### src/rtl/uart_echo_pkg.sv
//====================
// uart echo package
// widths, byte and length types, controller states
// and the rx/tx handshake structs
//====================
package uart_echo_pkg;

	localparam int DATA_W = 8;
	localparam int LEN_W  = 7;

	localparam int MAX_FRAME_BYTES   = 64;
	// two slots stay free for the terminator
	localparam int MAX_PAYLOAD_BYTES = MAX_FRAME_BYTES - 2;

	typedef logic [DATA_W-1:0]                  byte_t;
	typedef logic [LEN_W-1:0]                   frame_len_t;
	typedef logic [$clog2(MAX_FRAME_BYTES)-1:0] buf_addr_t;

	// ascii '&' is sent twice after the payload
	localparam byte_t FRAME_TERM = 8'h26;

	typedef enum logic [1:0] {
		IDLE,
		COLLECT,
		SEND,
		REPORT
	} frame_state_e;

	typedef struct packed {
		byte_t data;
		logic  valid;
	} rx_beat_s;

	typedef struct packed {
		byte_t data;
		logic  req;
	} tx_cmd_s;

endpackage

### src/rtl/uart_rx.sv
`timescale 1ns/1ps
//====================
// uart receiver
// 8 data bits, one stop bit, mid-bit sampling
// framing errors drop the byte
//====================
module uart_rx #(
	parameter int CLK_FREQ_HZ = 10_000_000,
	parameter int BAUD_RATE   = 115_200
) (
	input  logic                    sys_clk,
	input  logic                    sys_rst_n,
	input  logic                    rx_line,
	output uart_echo_pkg::rx_beat_s rx_beat
);
	import uart_echo_pkg::*;

	localparam int BIT_CLKS  = CLK_FREQ_HZ / BAUD_RATE;
	localparam int HALF_CLKS = BIT_CLKS / 2;
	localparam int CNT_W     = $clog2(BIT_CLKS);

	typedef enum logic [1:0] {
		RX_IDLE,
		RX_START,
		RX_DATA,
		RX_STOP
	} rx_state_e;

	rx_state_e        state;
	logic             rx_meta;
	logic             rx_sync;
	logic             rx_prev;
	logic [CNT_W-1:0] clk_cnt;
	logic [2:0]       bit_idx;
	logic             beat_valid;
	byte_t            shift_q;
	logic             half_tick;
	logic             bit_tick;

	assign half_tick = (clk_cnt == CNT_W'(HALF_CLKS - 1));
	assign bit_tick  = (clk_cnt == CNT_W'(BIT_CLKS - 1));

	// two-flop synchronizer plus one stage for edge detect
	always_ff @(posedge sys_clk or negedge sys_rst_n) begin
		if (!sys_rst_n) begin
			rx_meta <= 1'b1;
			rx_sync <= 1'b1;
			rx_prev <= 1'b1;
		end else begin
			rx_meta <= rx_line;
			rx_sync <= rx_meta;
			rx_prev <= rx_sync;
		end
	end

	always_ff @(posedge sys_clk or negedge sys_rst_n) begin
		if (!sys_rst_n) begin
			state      <= RX_IDLE;
			clk_cnt    <= '0;
			bit_idx    <= '0;
			beat_valid <= 1'b0;
		end else begin
			beat_valid <= 1'b0;
			case (state)
				RX_IDLE: begin
					clk_cnt <= '0;
					if (rx_prev && !rx_sync)
						state <= RX_START;
				end
				RX_START: begin
					if (half_tick) begin
						clk_cnt <= '0;
						bit_idx <= '0;
						// line back high means a glitch, not a start bit
						state   <= rx_sync ? RX_IDLE : RX_DATA;
					end else begin
						clk_cnt <= clk_cnt + 1'b1;
					end
				end
				RX_DATA: begin
					if (bit_tick) begin
						clk_cnt <= '0;
						bit_idx <= bit_idx + 1'b1;
						if (bit_idx == 3'(DATA_W - 1))
							state <= RX_STOP;
					end else begin
						clk_cnt <= clk_cnt + 1'b1;
					end
				end
				RX_STOP: begin
					if (bit_tick) begin
						clk_cnt    <= '0;
						beat_valid <= rx_sync;
						state      <= RX_IDLE;
					end else begin
						clk_cnt <= clk_cnt + 1'b1;
					end
				end
				default: state <= RX_IDLE;
			endcase
		end
	end

	// lsb arrives first
	always_ff @(posedge sys_clk) begin
		if (state == RX_DATA && bit_tick)
			shift_q <= {rx_sync, shift_q[DATA_W-1:1]};
	end

	assign rx_beat = '{data: shift_q, valid: beat_valid};

endmodule

### src/rtl/uart_tx.sv
`timescale 1ns/1ps
//====================
// uart transmitter
// start bit, 8 data bits lsb first, two stop bits
//====================
module uart_tx #(
	parameter int CLK_FREQ_HZ = 10_000_000,
	parameter int BAUD_RATE   = 115_200
) (
	input  logic                   sys_clk,
	input  logic                   sys_rst_n,
	input  uart_echo_pkg::tx_cmd_s tx_cmd,
	output logic                   tx_line,
	output logic                   tx_done
);
	import uart_echo_pkg::*;

	localparam int BIT_CLKS   = CLK_FREQ_HZ / BAUD_RATE;
	localparam int CNT_W      = $clog2(BIT_CLKS);
	// start + data + two stop
	localparam int FRAME_BITS = DATA_W + 3;

	logic                  busy;
	logic [CNT_W-1:0]      clk_cnt;
	logic [3:0]            bit_cnt;
	logic [FRAME_BITS-1:0] shift_q;
	logic                  bit_end;

	assign bit_end = (clk_cnt == CNT_W'(BIT_CLKS - 1));

	always_ff @(posedge sys_clk or negedge sys_rst_n) begin
		if (!sys_rst_n) begin
			busy    <= 1'b0;
			clk_cnt <= '0;
			bit_cnt <= '0;
			tx_done <= 1'b0;
		end else begin
			tx_done <= 1'b0;
			if (!busy) begin
				clk_cnt <= '0;
				bit_cnt <= '0;
				if (tx_cmd.req)
					busy <= 1'b1;
			end else if (bit_end) begin
				clk_cnt <= '0;
				if (bit_cnt == 4'(FRAME_BITS - 1)) begin
					// end of second stop bit
					busy    <= 1'b0;
					tx_done <= 1'b1;
				end else begin
					bit_cnt <= bit_cnt + 1'b1;
				end
			end else begin
				clk_cnt <= clk_cnt + 1'b1;
			end
		end
	end

	// stop bits fill in from the top as the frame shifts out
	always_ff @(posedge sys_clk) begin
		if (!busy && tx_cmd.req)
			shift_q <= {2'b11, tx_cmd.data, 1'b0};
		else if (busy && bit_end)
			shift_q <= {1'b1, shift_q[FRAME_BITS-1:1]};
	end

	assign tx_line = busy ? shift_q[0] : 1'b1;

endmodule

### src/rtl/uart_frame_ctrl.sv
`timescale 1ns/1ps
//====================
// uart frame controller
// buffers a frame until the line goes idle, appends "&&"
// and echoes it back, then reports the length
//====================
module uart_frame_ctrl #(
	parameter int CLK_FREQ_HZ = 10_000_000,
	parameter int BAUD_RATE   = 115_200,
	parameter int IDLE_CLKS   = 3000
) (
	input  logic                      sys_clk,
	input  logic                      sys_rst_n,
	input  logic                      rx_line,
	output logic                      tx_line,
	output logic                      frame_done,
	output uart_echo_pkg::frame_len_t frame_len
);
	import uart_echo_pkg::*;

	localparam int IDLE_W = $clog2(IDLE_CLKS + 1);

	frame_state_e      state;
	byte_t             frame_buf [MAX_FRAME_BYTES];
	frame_len_t        wr_cnt;
	frame_len_t        rd_cnt;
	logic [IDLE_W-1:0] idle_cnt;
	rx_beat_s          rx_beat;
	tx_cmd_s           tx_cmd;
	logic              tx_done;
	logic              tx_req;
	byte_t             tx_data;
	logic              take_byte;
	logic              timeout;
	logic              issue;
	logic              last_done;

	// bytes past the payload limit are dropped, but still count as activity
	assign take_byte = rx_beat.valid && (state == IDLE || state == COLLECT) &&
		(wr_cnt < frame_len_t'(MAX_PAYLOAD_BYTES));
	assign timeout   = (state == COLLECT) && !rx_beat.valid &&
		(idle_cnt == IDLE_W'(IDLE_CLKS - 1));
	assign issue     = timeout || (state == SEND && tx_done && rd_cnt != wr_cnt);
	assign last_done = (state == SEND) && tx_done && (rd_cnt == wr_cnt);

	always_ff @(posedge sys_clk or negedge sys_rst_n) begin
		if (!sys_rst_n) begin
			state     <= IDLE;
			wr_cnt    <= '0;
			rd_cnt    <= '0;
			idle_cnt  <= '0;
			tx_req    <= 1'b0;
			frame_len <= '0;
		end else begin
			tx_req <= issue;
			if (take_byte)
				wr_cnt <= wr_cnt + 1'b1;
			if (issue)
				rd_cnt <= rd_cnt + 1'b1;
			case (state)
				IDLE: begin
					idle_cnt <= '0;
					if (rx_beat.valid)
						state <= COLLECT;
				end
				COLLECT: begin
					if (rx_beat.valid) begin
						idle_cnt <= '0;
					end else if (timeout) begin
						// room for the terminator pair
						idle_cnt <= '0;
						wr_cnt   <= wr_cnt + frame_len_t'(2);
						state    <= SEND;
					end else begin
						idle_cnt <= idle_cnt + 1'b1;
					end
				end
				SEND: begin
					if (last_done) begin
						frame_len <= wr_cnt;
						state     <= REPORT;
					end
				end
				REPORT: begin
					wr_cnt <= '0;
					rd_cnt <= '0;
					state  <= IDLE;
				end
				default: state <= IDLE;
			endcase
		end
	end

	// frame buffer and tx data register
	always_ff @(posedge sys_clk) begin
		if (take_byte)
			frame_buf[buf_addr_t'(wr_cnt)] <= rx_beat.data;
		if (timeout) begin
			frame_buf[buf_addr_t'(wr_cnt)]                    <= FRAME_TERM;
			frame_buf[buf_addr_t'(wr_cnt + frame_len_t'(1))] <= FRAME_TERM;
		end
		if (issue)
			tx_data <= frame_buf[buf_addr_t'(rd_cnt)];
	end

	assign tx_cmd     = '{data: tx_data, req: tx_req};
	assign frame_done = (state == REPORT);

	uart_rx #(
		.CLK_FREQ_HZ (CLK_FREQ_HZ),
		.BAUD_RATE   (BAUD_RATE)
	) u_uart_rx (
		.sys_clk   (sys_clk),
		.sys_rst_n (sys_rst_n),
		.rx_line   (rx_line),
		.rx_beat   (rx_beat)
	);

	uart_tx #(
		.CLK_FREQ_HZ (CLK_FREQ_HZ),
		.BAUD_RATE   (BAUD_RATE)
	) u_uart_tx (
		.sys_clk   (sys_clk),
		.sys_rst_n (sys_rst_n),
		.tx_cmd    (tx_cmd),
		.tx_line   (tx_line),
		.tx_done   (tx_done)
	);

endmodule

### src/rtl/uart_echo_top.sv
`timescale 1ns/1ps
//====================
// uart echo top
// sets clock, baud and idle timeout for the frame echo
//====================
module uart_echo_top #(
	parameter int CLK_FREQ_HZ = 10_000_000,
	parameter int BAUD_RATE   = 115_200,
	parameter int IDLE_CLKS   = 3000
) (
	input  logic                      sys_clk,
	input  logic                      sys_rst_n,
	input  logic                      rx_line,
	output logic                      tx_line,
	output logic                      frame_done,
	output uart_echo_pkg::frame_len_t frame_len
);

	// idle timeout is counted in sys_clk cycles
	uart_frame_ctrl #(
		.CLK_FREQ_HZ (CLK_FREQ_HZ),
		.BAUD_RATE   (BAUD_RATE),
		.IDLE_CLKS   (IDLE_CLKS)
	) u_uart_frame_ctrl (
		.sys_clk    (sys_clk),
		.sys_rst_n  (sys_rst_n),
		.rx_line    (rx_line),
		.tx_line    (tx_line),
		.frame_done (frame_done),
		.frame_len  (frame_len)
	);

endmodule

### config.mk
export PLATFORM = sky130hd
export DESIGN_NAME = uart_echo_top
export DESIGN_NICKNAME = d
export VERILOG_FILES = /design/src/rtl/uart_echo_pkg.sv /design/src/rtl/uart_rx.sv /design/src/rtl/uart_tx.sv /design/src/rtl/uart_frame_ctrl.sv /design/src/rtl/uart_echo_top.sv
export SDC_FILE = /design/constraint.sdc
export NUM_CORES = 1
export LEC_CHECK = 0
export ABC_AREA = 1
export ABC_CLOCK_PERIOD_IN_PS = 3100
export BUFFER_PORTS_ARGS = -buffer_cell sky130_fd_sc_hd__buf_4
export CORE_MARGIN = 2
export CORE_UTILIZATION = 30
export CTS_CLUSTER_DIAMETER = 50
export DETAILED_ROUTE_END_ITERATION = 6
export PLACE_DENSITY = 0.41
export SETUP_SLACK_MARGIN = 0.1
export SLEW_MARGIN = 0
export SYNTH_ARGS = -nofsm -noshare
export SYNTH_HDL_FRONTEND = slang
export SYNTH_SLANG_ARGS = --single-unit
### constraint.sdc
create_clock -name sys_clk -period 3.1 [get_ports sys_clk]
set_clock_uncertainty 0.2 [all_clocks]
set_input_delay 0.62 -clock sys_clk [delete_from_list [all_inputs] [get_ports sys_clk]]
set_output_delay 0.62 -clock sys_clk [all_outputs]
set_load 0.01 [all_outputs]
# After elaboration in Yosys (flattened, before gate mapping)
# Memory sizes are Yosys's and may differ from the RTL's. A register that Yosys moved wholly into a read port is not among the register bits.
# Index checks and enable logic that the tools add are counted.
[op_classes] eq_ne=25 add_sub_neg=8 bitwise=1 magnitude_cmp=1 n_reduce_logical=28 n_mux=49
[ops] op="two-way mux 7 bit" n=9
[ops] op="adder 7 x 1 -> 7 bit, second input constant" n=4
[ops] op="two-way mux 12 bit" n=2
[ops] op="case mux 12 bit (2 select lines)" n=1
[ops] op="case mux 7 bit (3 select lines)" n=1
[ops] op="two-way mux 2 bit" n=10
[ops] op="two-way mux 9 bit" n=2
[ops] op="!= test 2 bit, second input constant" n=8
[ops] op="case mux 2 bit (4 select lines)" n=2
[ops] op="equality test 7 bit, second input constant" n=2
[ops] op="two-way mux 1 bit" n=14
[ops] op="case mux 7 bit (2 select lines)" n=1
[ops] op="adder 12 x 1 -> 12 bit, second input constant" n=1
[ops] op="equality test 12 bit, second input constant" n=1
[ops] op="two-way mux 4 bit" n=3
[ops] op="logical AND 1 bit" n=11
[ops] op="equality test 2 bit, second input constant" n=4
[ops] op="two-way mux 8 bit" n=1
[ops] op="nonzero test 2 bit" n=4
[ops] op="adder 7 x 2 -> 7 bit, second input constant" n=1
[ops] op="equality test 7 x 6 -> 1 bit, second input constant" n=1
[ops] op="equality test 7 bit" n=1
[ops] op="< comparator 7 x 6 -> 1 bit, second input constant" n=1
[ops] op="!= test 7 bit" n=1
[ops] op="17 further kinds" n=26
[totals] mem_count=1 input_bits=3 ff_bits=82 mem_bits_rw=512 output_inout_bits=9
[mem_list] name="u_uart_frame_ctrl.frame_buf" words=64 width=8 rd=1 rd_ports_with_merged_regs=1 write_ports=2 line="uart_frame_ctrl.sv:24" rtl="byte_t frame_buf [MAX_FRAME_BYTES];"

# Logic depth before layout (Yosys ltp)
[depth] word_depth=8 ltp_mapped=15

# Hierarchy
# A second synthesis with hierarchy kept.
[hier_totals] hier_cells=4848 area_unflattened_um2=30664.4
[by_module_without_submodules] mod="uart_frame_ctrl" cells_each=4623 area_each_um2=28504.8 seq_area_each_um2=11390.9 instances=1
[by_module_without_submodules] mod="uart_tx" cells_each=124 area_each_um2=1108.6 seq_area_each_um2=585.6 instances=1
[by_module_without_submodules] mod="uart_rx" cells_each=101 area_each_um2=1051.0 seq_area_each_um2=644.4 instances=1

# Worst setup path before layout
# No wires, ideal clock.
[synth_path] path_kind="register to register" from="register u_uart_frame_ctrl.wr_cnt[2]" to="memory u_uart_frame_ctrl.frame_buf[54][0] (netlist bit)" setup_time_ps=111 path_buffers=0 required_time_ps=2789 arrival_ps=1942 path_stages_with_launch=11 period_less_slack_ps=2254 path_slack_ps=846 path_cell_list="dfrtp_1 ha_1 nand2_2 inv_2 nand2_2 nand2_1 nand3_4 nor3_4 nand3_1 nand2_1 inv_1"
[synth_rtl] element="start: declaration" line="uart_frame_ctrl.sv:25" rtl="frame_len_t wr_cnt;"
[synth_rtl] element="start signal: assignment" line="uart_frame_ctrl.sv:57" rtl="wr_cnt <= wr_cnt + 1'b1;"
[synth_rtl] element="start signal: assignment" line="uart_frame_ctrl.sv:72" rtl="wr_cnt <= wr_cnt + frame_len_t'(2);"
[synth_rtl] element="end: declaration" line="uart_frame_ctrl.sv:24"

==> run metrics <==
outcome complete, no violations; Pwr Density approximately 570 nW/µm²; Core Area between 100000 and 150000 µm²; CP endpoint kind register; Post-Synthesis Cells slightly below 5k; vias in the first global route ~28k; vias post-DR 29.6k; Leakage 18.9 nW; largest cells by area after synthesis dfxtp_1 (33%), nand2_1 (20%), nand3_1 (9.6%); Hold Crit Depth 0; dpl hpwl ~77000 µm; slowest CP cell nor2_1; DRC Markers 0; clock slew at reported path FFs ~50 ps; Mapped Avg Cell Area between 6 and 7 µm²; Psw between 0.004 and 0.005 W; actual slew at the worst max-slew pin 704 ps; post-synthesis net count about 4.8k; n_diodes 0; DIE WIDTH 324 µm; worst path required time around 3500 ps; final max-slew violation count 0; most used cell, CP nor2_1; Critical Path Source Type register; WL/cell 18.6 µm; first drt pass iteration count 5; Clk pwr share between 60 and 70%; count of cell types in the netlist 46; Comb power frac less than 1%; # setup viols final 0; Final Hold Viols 0; root buffer cell clkbuf_16; CP cell instances inv_1 -> ha_1 -> inv_2 -> nor2_4 -> nand3_1 -> nor2_1 -> nand2_2 -> buf_4 -> inv_1 -> nand3_1 -> nor2_1 -> nor2_1; total internal power approximately 0.016 W; Vias per Instance 4.71; M2 GR Usage approximately a third; die height 324 µm; crit-path max FO 15; top cell type's share of synthesized area 33.3%; RD Place Congestion roughly 0.86; family with the most delay on the worst path simple AND/OR/NAND/NOR gates; io pins 12; Rel. slew slack 53.0%; Initial Util a little under a third; GR peak layer met2; std cell rows roughly 120; met1 Use GR a little under a third; slowest stage delay, CP 500 ps; Tmin final between 2000 and 3000 ps; Post-synth top cells nand2_1 (1664), nand3_1 (589), inv_1 (577); Post-DRT Antenna Nets 0; number of DRC markers in iteration 0 2333; R2R Path Start u_uart_frame_ctrl.state[1]; cell taking the most area after synthesis dfxtp_1; count leader, synth nand2_1; port bufs 11; clock buffer count from CTS around 110; Util after Layout a little over a third; setup_tns 0 ps; yosys warns 0; area grow syn2layout 20.7%; Yosys reg bits between 600 and 700; Post-synth EDFFs 24; CTS tree done; hold path endpoint u_uart_frame_ctrl.u_uart_rx.rx_sync; type of the tightest min-delay check reg2reg; global-route wire length before repair 177000 µm; ys flop type dfxtp_1; Detailed Route WL roughly 120000 µm; Crit Path Category reg2reg; Skew-Pair Late Insertion Delay between 600 and 700 ps; GRT Residual Overflow 0; die area 105000 µm²; Seq pwr share between 30% and 40%; clock sink count between 600 and 700; RSZ-0062 raised after global routing yes; maximum VDD drop approximately 0.44 mV; Final Cycle Share 91.5%; min-delay src u_uart_frame_ctrl.u_uart_rx.rx_meta; register area share after synthesis roughly two fifths; H-tree levels 3; CTS max path bufs 3; switching portion of total power 22.3%; asr flop ratio synth 10.8%; largest net degree at the start of global routing between 90 and 100; Max Freq roughly 350 MHz; Max-Cap Viols 0; R2R cell count 12; gr usage total 21.7%; Final #Nets a little under 5k; R2R Path End u_uart_frame_ctrl.frame_buf[62][0]; initial antenna violation count 1; Mapped Area around 31000 µm²; CP bufs+invs 4; CP arrival ~3200 ps; layout cell share with drive strength beyond 1 9.52%; M3 GR Usage ~2.9%; FF-to-FF setup slack between 200 and 300 ps
## repair_timing
action                                 4_1_cts  5_1_grt
endpoints found under the hold margin       42        0
gates cloned                                 0        1
buffers inserted                             0        1
pin swaps                                    0        1
setup endpoints to repair                    8      401
hold buffers                                 2        0
gates resized for setup                      1       39
## final cells by class
type	instances	area, µm²
Sequential cell	602	12600
Inverter	591	2230
Clock inverter	73	1020
Multi-Input combinational cell	3345	14900
Tap cell	1368	1710
Clock buffer	134	3000
Fill cell	11100	64700
Timing Repair Buffer	161	1690
## layer usage
layer  up-vias  wire (µm)
met5         -          0
met3       173       5200
met1     13700      56900
met4         0       3210
li1      15000          -
met2       637      51600
## kinds of logic (layout without fill, tap and decap cells)
group | after synthesis | in the layout | share of synthesized area (%)
and+or+nand+nor | 3037 | 3037 | 41.6
buffers and inverters | 868 | 959 | 11.2
DFF | 602 | 602 | 41.0
AOI/OAI and AO/OA | 265 | 265 | 4.71
xor gates and xnor gates | 22 | 22 | 0.686
adders and majority gates | 21 | 21 | 0.853
## flip-flops by register name (all words and copies together), names as in the netlist, 2 cells and up, named ones only
register / flops
u_uart_frame_ctrl.frame_buf: 512
u_uart_frame_ctrl.idle_cnt: 12
u_uart_frame_ctrl.u_uart_tx.shift_q: 9
u_uart_frame_ctrl.tx_data: 8
u_uart_frame_ctrl.u_uart_rx.shift_q: 8
u_uart_frame_ctrl.frame_len: 7
u_uart_frame_ctrl.rd_cnt: 7
u_uart_frame_ctrl.u_uart_rx.clk_cnt: 7
u_uart_frame_ctrl.u_uart_tx.clk_cnt: 7
u_uart_frame_ctrl.wr_cnt: 7
u_uart_frame_ctrl.u_uart_tx.bit_cnt: 4
u_uart_frame_ctrl.u_uart_rx.bit_idx: 3
u_uart_frame_ctrl.state: 2
## worst max path at each step
stage | to | depth (start not counted) | from | slack [ps]
2_1_floorplan | u_uart_frame_ctrl.frame_buf[54][0] | 10 | u_uart_frame_ctrl.wr_cnt[2] | 850
3_3_place_gp | u_uart_frame_ctrl.frame_buf[21][0] | 10 | u_uart_frame_ctrl.state[1] | 150
3_5_place_dp | u_uart_frame_ctrl.frame_buf[21][3] | 10 | u_uart_frame_ctrl.state[1] | 80
4_1_cts | u_uart_frame_ctrl.frame_buf[23][6] | 10 | u_uart_frame_ctrl.state[1] | 110
5_1_grt | u_uart_frame_ctrl.frame_buf[61][4] | 13 | u_uart_frame_ctrl.state[1] | 50
6_report | u_uart_frame_ctrl.frame_buf[62][0] | 12 | u_uart_frame_ctrl.state[1] | 260
## power by group through the flow
stage | Combinational, W | Sequential (W) | Clock [W]
global placement | 0.000175 | 0.00804 | 0
CTS | 0.000178 | 0.00788 | 0.0134
detailed placement | 0.000176 | 0.00803 | 0
finish | 0.000172 | 0.00788 | 0.0131
floorplan | 0.000134 | 0.00802 | 0
global route | 0.000213 | 0.00788 | 0.0137
## cells in the final DEF (no fill, tap or decap), types with 4 or more instances in the layout
cell / Yosys / layout
nand2_1: 1664 / 1643
nor2_1: 573 / 572
nand3_1: 589 / 571
inv_1: 577 / 569
dfxtp_1: 513 / 513
o21ai_0: 174 / 174
nand4_1: 137 / 137
buf_4: 10 / 121
clkbuf_16: 0 / 114
dfrtp_1: 62 / 60
a21oi_1: 39 / 39
buf_12: 0 / 35
nand3_2: 17 / 34
o211ai_1: 25 / 25
edfxtp_1: 24 / 24
nand2_2: 5 / 23
ha_1: 21 / 21
bufinv_16: 0 / 19
xor2_1: 18 / 18
inv_2: 9 / 15
nor3_1: 15 / 15
clkinv_2: 0 / 15
clkinvlp_4: 0 / 15
clkbuf_1: 126 / 12
clkinv_4: 0 / 10
or2_2: 9 / 9
o21ai_1: 9 / 9
clkbuf_8: 0 / 9
inv_6: 0 / 8
nor2_4: 7 / 7
a32o_1: 7 / 7
nand2_4: 3 / 5
clkinv_1: 4 / 4
inv_4: 1 / 4
nor3_4: 4 / 4
nand3b_1: 4 / 4
## worst register-to-register path: cells and delay by family, from the launching register on
kind / cells / cell delay (ps)
simple gates: 7 / 1260
buf+inv: 4 / 570
flops: 1 / 400
fa+ha+maj: 1 / 270
## metrics by stage
stage | instance area (µm²) | total power [W] | std cells | setup WS [ps] | hold WS (ps)
after floorplan | 30800 | 0.00815 | 4815 | 846 | 124
after global placement | 33000 | 0.00821 | 6063 | 147 | 157
after detailed placement | 33000 | 0.00821 | 6063 | 83.8 | 155
after CTS | 37000 | 0.0214 | 6272 | 108 | 163
after global routing | 37200 | 0.0218 | 6274 | 54.8 | 167
final | 37200 | 0.0211 | 6274 | 263 | 161
No activity file was read; power rests on OpenSTA's default activity.
